==> src/common/tcdm_defines.svh <==
// global sizing macros for the tcdm subsystem
// bank count, bank index, word index, data and latency widths

`ifndef TCDM_DEFINES_SVH
`define TCDM_DEFINES_SVH

// number of word-interleaved banks
`define TCDM_NUM_BANKS 4

// bank index width, low address bits
`define TCDM_BANK_SEL_W 2

// word index inside one bank
`define TCDM_WORD_IDX_W 4

// data word width
`define TCDM_DATA_W 32

// per-bank latency field width
`define TCDM_LAT_W 3

`endif

==> src/common/tcdm_pkg.sv <==
// shared types for the tcdm subsystem
// width typedefs, request/response structs, bank controller states

`include "tcdm_defines.svh"

package tcdm_pkg;

  //////////////////////////////////////////////////////////////////////
  // plain vector types
  //////////////////////////////////////////////////////////////////////

  // which bank a word lives in
  typedef logic [`TCDM_BANK_SEL_W-1:0] bank_sel_t;

  // word offset inside a bank
  typedef logic [`TCDM_WORD_IDX_W-1:0] word_idx_t;

  // master word address
  // upper bits pick the word, lower bits pick the bank
  typedef logic [`TCDM_WORD_IDX_W+`TCDM_BANK_SEL_W-1:0] addr_t;

  // one data word
  typedef logic [`TCDM_DATA_W-1:0] data_t;

  // extra wait cycles of a bank
  typedef logic [`TCDM_LAT_W-1:0] lat_t;

  //////////////////////////////////////////////////////////////////////
  // payload structs
  //////////////////////////////////////////////////////////////////////

  // master request payload
  typedef struct packed {
    logic  we;
    addr_t addr;
    data_t wdata;
  } tcdm_req_t;

  // bank response payload, zero for writes
  typedef struct packed {
    data_t rdata;
  } tcdm_resp_t;

  // bank controller states
  typedef enum logic [1:0] {
    IDLE,
    WAIT,
    RESP
  } bank_state_e;

endpackage

==> src/bank/bank_lat_timer.sv <==
// bank latency timer
// loadable down-counter, flags zero when not loading

`timescale 1ns/10ps

module bank_lat_timer
  import tcdm_pkg::*;
(
  input  logic clk_i,
  input  logic rst_ni,
  // start a new wait
  input  logic load_i,
  input  lat_t lat_i,
  output logic expired_o
);

  lat_t cnt_q;

  // a load this cycle hides the old zero
  assign expired_o = (cnt_q == '0) & ~load_i;

  always_ff @(posedge clk_i or negedge rst_ni) begin
    if (!rst_ni) begin
      cnt_q <= '0;
    end else if (load_i) begin
      cnt_q <= lat_i;
    end else if (cnt_q != '0) begin
      // count down, then sit at zero
      cnt_q <= cnt_q - 1'b1;
    end
  end

endmodule

==> src/bank/bank_ctrl.sv <==
// bank controller FSM
// grants in idle, waits on the latency timer, pulses the valid

`timescale 1ns/10ps

module bank_ctrl
  import tcdm_pkg::*;
(
  input  logic clk_i,
  input  logic rst_ni,
  // request from the decoder
  input  logic req_i,
  // latency timer done
  input  logic expired_i,
  output logic gnt_o,
  // loads storage and timer
  output logic accept_o,
  output logic vld_o
);

  bank_state_e state_d;
  bank_state_e state_q;

  //////////////////////////////////////////////////////////////////////
  // outputs
  //////////////////////////////////////////////////////////////////////

  // ready for a new access only when idle
  assign gnt_o    = (state_q == IDLE);
  assign accept_o = gnt_o & req_i;

  // response valid for the single RESP cycle
  assign vld_o    = (state_q == RESP);

  //////////////////////////////////////////////////////////////////////
  // next state
  //////////////////////////////////////////////////////////////////////

  always_comb begin
    state_d = state_q;
    unique case (state_q)
      IDLE: begin
        // access happens on this edge, then wait out the latency
        if (accept_o) begin
          state_d = WAIT;
        end
      end
      WAIT: begin
        // zero latency passes through here once
        if (expired_i) begin
          state_d = RESP;
        end
      end
      RESP: begin
        // one valid cycle, then free again
        state_d = IDLE;
      end
      default: begin
        state_d = IDLE;
      end
    endcase
  end

  //////////////////////////////////////////////////////////////////////
  // state register
  //////////////////////////////////////////////////////////////////////

  always_ff @(posedge clk_i or negedge rst_ni) begin
    if (!rst_ni) begin
      state_q <= IDLE;
    end else begin
      state_q <= state_d;
    end
  end

endmodule

==> src/bank/tcdm_bank.sv <==
// one tcdm bank
// storage array, response register, controller and latency timer

`timescale 1ns/10ps

`include "tcdm_defines.svh"

module tcdm_bank
  import tcdm_pkg::*;
(
  input  logic       clk_i,
  input  logic       rst_ni,
  input  logic       req_i,
  input  tcdm_req_t  req_data_i,
  // wait cycles before answering
  input  lat_t       lat_i,
  output logic       gnt_o,
  output logic       vld_o,
  output tcdm_resp_t resp_o
);

  localparam int unsigned NumWords = 1 << `TCDM_WORD_IDX_W;

  data_t      mem_q [NumWords];
  tcdm_resp_t resp_q;
  word_idx_t  word_idx;

  // accepted request, pulses at the accepting edge
  logic accept;
  // timer reached zero
  logic expired;

  // word index sits above the bank bits
  assign word_idx = req_data_i.addr[`TCDM_BANK_SEL_W +: `TCDM_WORD_IDX_W];

  //////////////////////////////////////////////////////////////////////
  // control
  //////////////////////////////////////////////////////////////////////

  bank_ctrl bank_ctrl_inst (
    .clk_i     (clk_i),
    .rst_ni    (rst_ni),
    .req_i     (req_i),
    .expired_i (expired),
    .gnt_o     (gnt_o),
    .accept_o  (accept),
    .vld_o     (vld_o)
  );

  // latency counted from the same edge as the access
  bank_lat_timer bank_lat_timer_inst (
    .clk_i     (clk_i),
    .rst_ni    (rst_ni),
    .load_i    (accept),
    .lat_i     (lat_i),
    .expired_o (expired)
  );

  //////////////////////////////////////////////////////////////////////
  // storage
  //////////////////////////////////////////////////////////////////////

  always_ff @(posedge clk_i) begin
    if (accept) begin
      if (req_data_i.we) begin
        mem_q[word_idx] <= req_data_i.wdata;
        // writes answer with zero data
        resp_q.rdata    <= '0;
      end else begin
        resp_q.rdata    <= mem_q[word_idx];
      end
    end
  end

  // held until the next accepted request
  assign resp_o = resp_q;

endmodule

==> src/logic/addr_dec_resp_mux_varlat.sv <==
// bank address decoder and response mux
// allows a single transaction in flight, variable bank latency

`timescale 1ns/10ps

`include "tcdm_defines.svh"

module addr_dec_resp_mux_varlat
  import tcdm_pkg::*;
(
  input  logic                                 clk_i,
  input  logic                                 rst_ni,
  // master side
  input  logic                                 req_i,
  input  tcdm_req_t                            data_i,
  output logic                                 gnt_o,
  output logic                                 vld_o,
  output tcdm_resp_t                           rdata_o,
  // bank side
  output logic      [`TCDM_NUM_BANKS-1:0]      req_o,
  input  logic      [`TCDM_NUM_BANKS-1:0]      gnt_i,
  input  logic      [`TCDM_NUM_BANKS-1:0]      vld_i,
  output tcdm_req_t [`TCDM_NUM_BANKS-1:0]      data_o,
  input  tcdm_resp_t [`TCDM_NUM_BANKS-1:0]     rdata_i
);

  // bank addressed by the current master request
  bank_sel_t bank_sel;
  // bank of the transaction in flight
  bank_sel_t bank_sel_q;

  logic inflight_d;
  logic inflight_q;

  // port free this cycle
  logic fwd;
  // master request accepted this cycle
  logic accept;

  //////////////////////////////////////////////////////////////////////
  // request side
  //////////////////////////////////////////////////////////////////////

  // low address bits select the bank
  assign bank_sel = data_i.addr[`TCDM_BANK_SEL_W-1:0];

  // free when idle, or when the pending response lands now
  assign fwd = ~inflight_q | vld_o;

  // grant only from the addressed bank, and only while free
  assign gnt_o  = gnt_i[bank_sel] & fwd;
  assign accept = req_i & gnt_o;

  // one-hot request toward the addressed bank
  always_comb begin
    req_o = '0;
    if (fwd) begin
      req_o[bank_sel] = req_i;
    end
  end

  // payload goes to every bank, only the requested one samples it
  assign data_o = {`TCDM_NUM_BANKS{data_i}};

  //////////////////////////////////////////////////////////////////////
  // in-flight tracking
  //////////////////////////////////////////////////////////////////////

  // new acceptance wins over the arriving valid
  always_comb begin
    inflight_d = inflight_q;
    if (accept) begin
      inflight_d = 1'b1;
    end else if (vld_o) begin
      inflight_d = 1'b0;
    end
  end

  always_ff @(posedge clk_i or negedge rst_ni) begin
    if (!rst_ni) begin
      inflight_q <= 1'b0;
      bank_sel_q <= '0;
    end else begin
      inflight_q <= inflight_d;
      // remember where the response will come from
      if (accept) begin
        bank_sel_q <= bank_sel;
      end
    end
  end

  //////////////////////////////////////////////////////////////////////
  // response side
  //////////////////////////////////////////////////////////////////////

  // steer the pending bank back, no extra register stage
  assign rdata_o = rdata_i[bank_sel_q];
  // ignore any valid that does not belong to us
  assign vld_o   = vld_i[bank_sel_q] & inflight_q;

endmodule

==> src/logic/tcdm_varlat_top.sv <==
// tcdm subsystem top level
// decoder in front of four variable-latency banks

`timescale 1ns/10ps

`include "tcdm_defines.svh"

module tcdm_varlat_top
  import tcdm_pkg::*;
(
  input  logic                         clk_i,
  input  logic                         rst_ni,
  // master port
  input  logic                         req_i,
  input  tcdm_req_t                    req_data_i,
  // per-bank latency config, held stable outside
  input  lat_t [`TCDM_NUM_BANKS-1:0]   bank_lat_i,
  output logic                         gnt_o,
  output logic                         vld_o,
  output tcdm_resp_t                   resp_o
);

  // decoder to bank wiring
  logic       [`TCDM_NUM_BANKS-1:0] bank_req;
  logic       [`TCDM_NUM_BANKS-1:0] bank_gnt;
  logic       [`TCDM_NUM_BANKS-1:0] bank_vld;
  tcdm_req_t  [`TCDM_NUM_BANKS-1:0] bank_data;
  tcdm_resp_t [`TCDM_NUM_BANKS-1:0] bank_resp;

  //////////////////////////////////////////////////////////////////////
  // decoder and response mux
  //////////////////////////////////////////////////////////////////////

  addr_dec_resp_mux_varlat addr_dec_resp_mux_varlat_inst (
    .clk_i   (clk_i),
    .rst_ni  (rst_ni),
    .req_i   (req_i),
    .data_i  (req_data_i),
    .gnt_o   (gnt_o),
    .vld_o   (vld_o),
    .rdata_o (resp_o),
    .req_o   (bank_req),
    .gnt_i   (bank_gnt),
    .vld_i   (bank_vld),
    .data_o  (bank_data),
    .rdata_i (bank_resp)
  );

  //////////////////////////////////////////////////////////////////////
  // banks
  //////////////////////////////////////////////////////////////////////

  // each bank sees its own latency entry
  for (genvar b = 0; b < `TCDM_NUM_BANKS; b++) begin : gen_bank
    tcdm_bank tcdm_bank_inst (
      .clk_i      (clk_i),
      .rst_ni     (rst_ni),
      .req_i      (bank_req[b]),
      .req_data_i (bank_data[b]),
      .lat_i      (bank_lat_i[b]),
      .gnt_o      (bank_gnt[b]),
      .vld_o      (bank_vld[b]),
      .resp_o     (bank_resp[b])
    );
  end

endmodule

==> config.mk <==
export PLATFORM = sky130hd
export DESIGN_NAME = tcdm_varlat_top
export DESIGN_NICKNAME = d
export VERILOG_FILES = /design/src/common/tcdm_pkg.sv /design/src/bank/bank_lat_timer.sv /design/src/bank/bank_ctrl.sv /design/src/bank/tcdm_bank.sv /design/src/logic/addr_dec_resp_mux_varlat.sv /design/src/logic/tcdm_varlat_top.sv
export VERILOG_INCLUDE_DIRS = /design/src /design/src/common
export SDC_FILE = /design/constraint.sdc
export NUM_CORES = 2
export LEC_CHECK = 0
export ABC_AREA = 1
export BUFFER_PORTS_ARGS = -buffer_cell sky130_fd_sc_hd__buf_2
export CAP_MARGIN = 10
export CORE_UTILIZATION = 40
export CTS_BUF_LIST = sky130_fd_sc_hd__clkbuf_8
export DETAILED_ROUTE_END_ITERATION = 6
export SKIP_LAST_GASP = 1
export SYNTH_ARGS = -nofsm -noshare
export SYNTH_HDL_FRONTEND = slang
export SYNTH_SLANG_ARGS = --single-unit
==> constraint.sdc <==
create_clock -name clk_i -period 4.3 [get_ports clk_i]
set_input_delay 0.86 -clock clk_i [delete_from_list [all_inputs] [get_ports clk_i]]
set_output_delay 0.86 -clock clk_i [all_outputs]
set_load 0.005 [all_outputs]
==> metrics.md <==
| Metric | Value |
|---|---|
| Die Wd | 476 um |
| Vias in the first global route | 57634 |
| Worst endpoint required time | 3440 ps |
| Skew final | 87.9 ps |
| Place WS | 870 ps |
| Largest net degree at the start of global routing | 184 |
| Initial Util | 40.3% |
| Placed wire-length estimate | 148000 um |
| Largest stage delay, worst path | 640 ps |
| Synth unique cells | 29 |
| Die height | 476 um |
| IO Count | 88 |
| Clock power frac | 36.7% |
| Synth top area share | 72.7% |
| #FFs+latches synth | 2199 |
| Total wire length | 272000 um |
| Max_cap viols | 0 |
| Post-Synthesis Cells | 8165 |
| GP Congestion | 0.899 |
| Total global-route track usage | 23.9% |
| CORE AREA | 223000 sq um |
| Post-synthesis sequential area ratio | 73.4% |
| PwrDens | 448 nW/um^2 |
| Synth Cell Area | 89800 sq um |
| ANT nets after route | 0 |
| Cell family with most CP delay | compound AO/OA/AOI/OAI gates |
| Die ar. | 226000 sq um |
| CTS buffer count | 370 |
| Finish-stage setup viols | 0 |
| Largest area contributor in the netlist | edfxtp_1 |
| Share of power burned in registers | 53.2% |
| VDD IR max | 0.268 mV |
| H-tree Lvls | 5 |
| Mapped Nets | 8227 |
| Arrival time at the worst endpoint | 3390 ps |
| Row cnt | 173 |
| Static Leakage | 40.0 nW |
| Fin crit period | 4250 ps |
| Antenna violations before repair | 15 |
| Number of DRC markers in iteration 0 | 6286 |
| Crit path buffers/inverters | 2 |
| Switching share of power | 26.2% |
| Via Count | 60202 |
| Critical path launch point type | flop |
| CTS tree | built |
| Crit-path cells | buf_4 > o21ai_0 > o22ai_1 > buf_2 |
| Port Buffer Count | 87 |
| Post-synth top cells | 4683 x nand2_1, 2176 x edfxtp_1, 386 x nor2_1 |
| Psw | 11.8 mW |
| Fillers | 20317 |
| CTS root buf | clkbuf_8 |
| Post-synth EDFFs | 2176 |
| Worst Hold Class | input port to flop |
| Clock buffer depth | 4 |
| Clock Latency Late Sink | 1100 ps |
| Crit end category | output pin |
| Async S/R FF share, synth | 1.05% |
| Worst-path fanout max | 64 |
| Combinational share of power | 10.2% |
| Setup_tns | 0 ps |
| Status | finished, final reports clean |
| Routed vias/inst | 5.16 |
| YS warnings | 0 |
| Nets@finish | 8482 |
| Postcts setup bufs | 0 |
| Final Slew Violations | 0 |
| Final period util | 98.8% |
| Max Clock Freq | 235 MHz |
| Synth top area cells | edfxtp_1 73%, nand2_1 20%, nor2_1 1.6%, nand3_1 1.5%, buf_2 1.3% |
| Fin. Hold Viols | 0 |
| Mapped Avg Cell Area | 11.0 sq um |
| Final Util | 45.3% |
| Synthesis-to-layout area growth | 12.3% |
| Unrepaired setup endpoints after global routing | no |
| First-pass GRT wire length | 392000 um |
| Count leader, synth | nand2_1 |
| Clk slew on worst S/H paths | 60 ps |
| DRC | 0 |
| Ys flop type | edfxtp_1 |
| Total iterations of the first detailed-routing run | 6 |
| Fin worst setup slack | 49.5 ps |
| Max-slew headroom | 16.8% |
| Clock sinks | 2199 |
| Max stage delay cell, worst path | o22ai_1 |
| Crit Path Class | flop to output pin |
| Grt total ovfl | 0 |
| Internal Pwr Total | 33.3 mW |
| Share of post-route cells with drive strength above 1 | 9.15% |
| Worst-Margin Slew | 1250 ps |
| Drt wl/cell | 23.3 um |
## per-stage QoR
stage                     instances  cell area [sq um]  total power, mW  hold WS, ps
after floorplan                8165              89800             26.7          467
after detailed placement      11018              94400             28.9          489
after global placement        11018              94400             28.9          488
after global routing          11656             101000             46.6         44.2
after CTS                     11652             101000             45.4         1.74
final                         11664             101000             45.1         90.7
## state kept, by name (all words and copies together) (netlist names)
signal / cells
addr_dec_resp_mux_varlat_inst.bank_sel_q: 2
addr_dec_resp_mux_varlat_inst.inflight_q: 1
gen_bank.tcdm_bank_inst.bank_ctrl_inst.state_q: 8
gen_bank.tcdm_bank_inst.bank_lat_timer_inst.cnt_q: 12
gen_bank.tcdm_bank_inst.mem_q: 2048
gen_bank.tcdm_bank_inst.resp_o: 128
## path summary, 6_finish.rpt
check,end,from,slack (ps),cells after the start
max in group asynchronous,addr_dec_resp_mux_varlat_inst.bank_sel_q[0]$_DFFE_PN0P_,rst_ni,3560,2
min,flop,bank_lat_i[11],90,5
max reg2reg,gen_bank[0].tcdm_bank_inst.mem_q[14][21]$_DFFE_PP_,addr_dec_resp_mux_varlat_inst.bank_sel_q[0]$_DFFE_PN0P_,1130,9
min reg2reg,flop,flop,490,1
min in group asynchronous,async pin,rst_ni,320,2
max,resp_o[23],addr_dec_resp_mux_varlat_inst.bank_sel_q[0]$_DFFE_PN0P_,50,4
## metal layers
| metal | part of all wire [%] | routed length [um] | track usage (%) | vias to the layer above |
|---|---|---|---|---|
| met1 | 41 | 111000 | 31.7 | 29498 |
| met5 | 0.0092 | 25 | 0 | - |
| met3 | 8.3 | 22700 | 4.40 | 496 |
| li1 | - | - | - | 27501 |
| met4 | 4.1 | 11100 | 9.80 | 4 |
| met2 | 47 | 128000 | 38.7 | 2703 |
## power groups by stage
stage | Combinational (mW) | Sequential [mW] | Clock [mW]
global route | 4.89 | 24.0 | 17.7
global placement | 4.45 | 24.4 | 0
detailed placement | 4.51 | 24.4 | 0
floorplan | 2.32 | 24.4 | 0
finish | 4.59 | 24.0 | 16.6
CTS | 4.54 | 24.0 | 16.8
## cell usage in the layout, fill, tap and decap left out, types with 3 or more instances in the layout
master         instances
ha_1                   8
nor2_4                68
buf_4                148
dfrtp_1               22
diode_2               10
clkinv_2              27
nor2_1               329
bufinv_16              5
edfxtp_1            2176
clkbuf_8             377
nand2_1             4683
nand3_2                4
a21o_1                 4
nand3_1              276
dlygate4sd3_1          3
buf_2                 83
xor2_1                 4
o21ai_0               72
inv_8                  3
o31ai_1                4
o22ai_1               30
clkinv_1              91
inv_6                  3
inv_2                  7
buf_12                55
inv_1                178
## logic make-up (layout without fill, tap and decap cells)
kind of cell    after synthesis  in the layout  share of synthesized area, %
buf+inv                     473            987                          2.84
compound gates              112            112                         0.691
xor+xnor                      4              4                        0.0390
fa+ha+maj                     8              8                         0.111
simple gates               5369           5369                          22.9
flops                      2199           2199                          73.4
other cells                   0             10                             0
## cell type report
cell class	instances	area (sq um)	share of cell area, %
inverter	63	273	0.270
tap	2975	3720	3.69
sequential	2199	65900	65.4
antenna	10	25.0	0.0248
clock buffer	377	5190	5.15
clock inverter	254	1140	1.13
timing repair buffer	293	2710	2.69
multi-input combinational	5493	21900	21.7
## what timing repair did
item                       4_1_cts  5_1_grt
gates resized for setup          3        0
hold buffers                     3        0
hold endpoints to repair        25        0
setup endpoints to repair        4        0
## worst reg2reg max path: cells and delay by family (launching register included)
| kind | cells | cell delay [ps] |
|---|---|---|
| simple gates | 6 | 1660 |
| buf+inv | 3 | 730 |
| flops | 1 | 440 |
No activity file was read; power rests on OpenSTA's default activity.
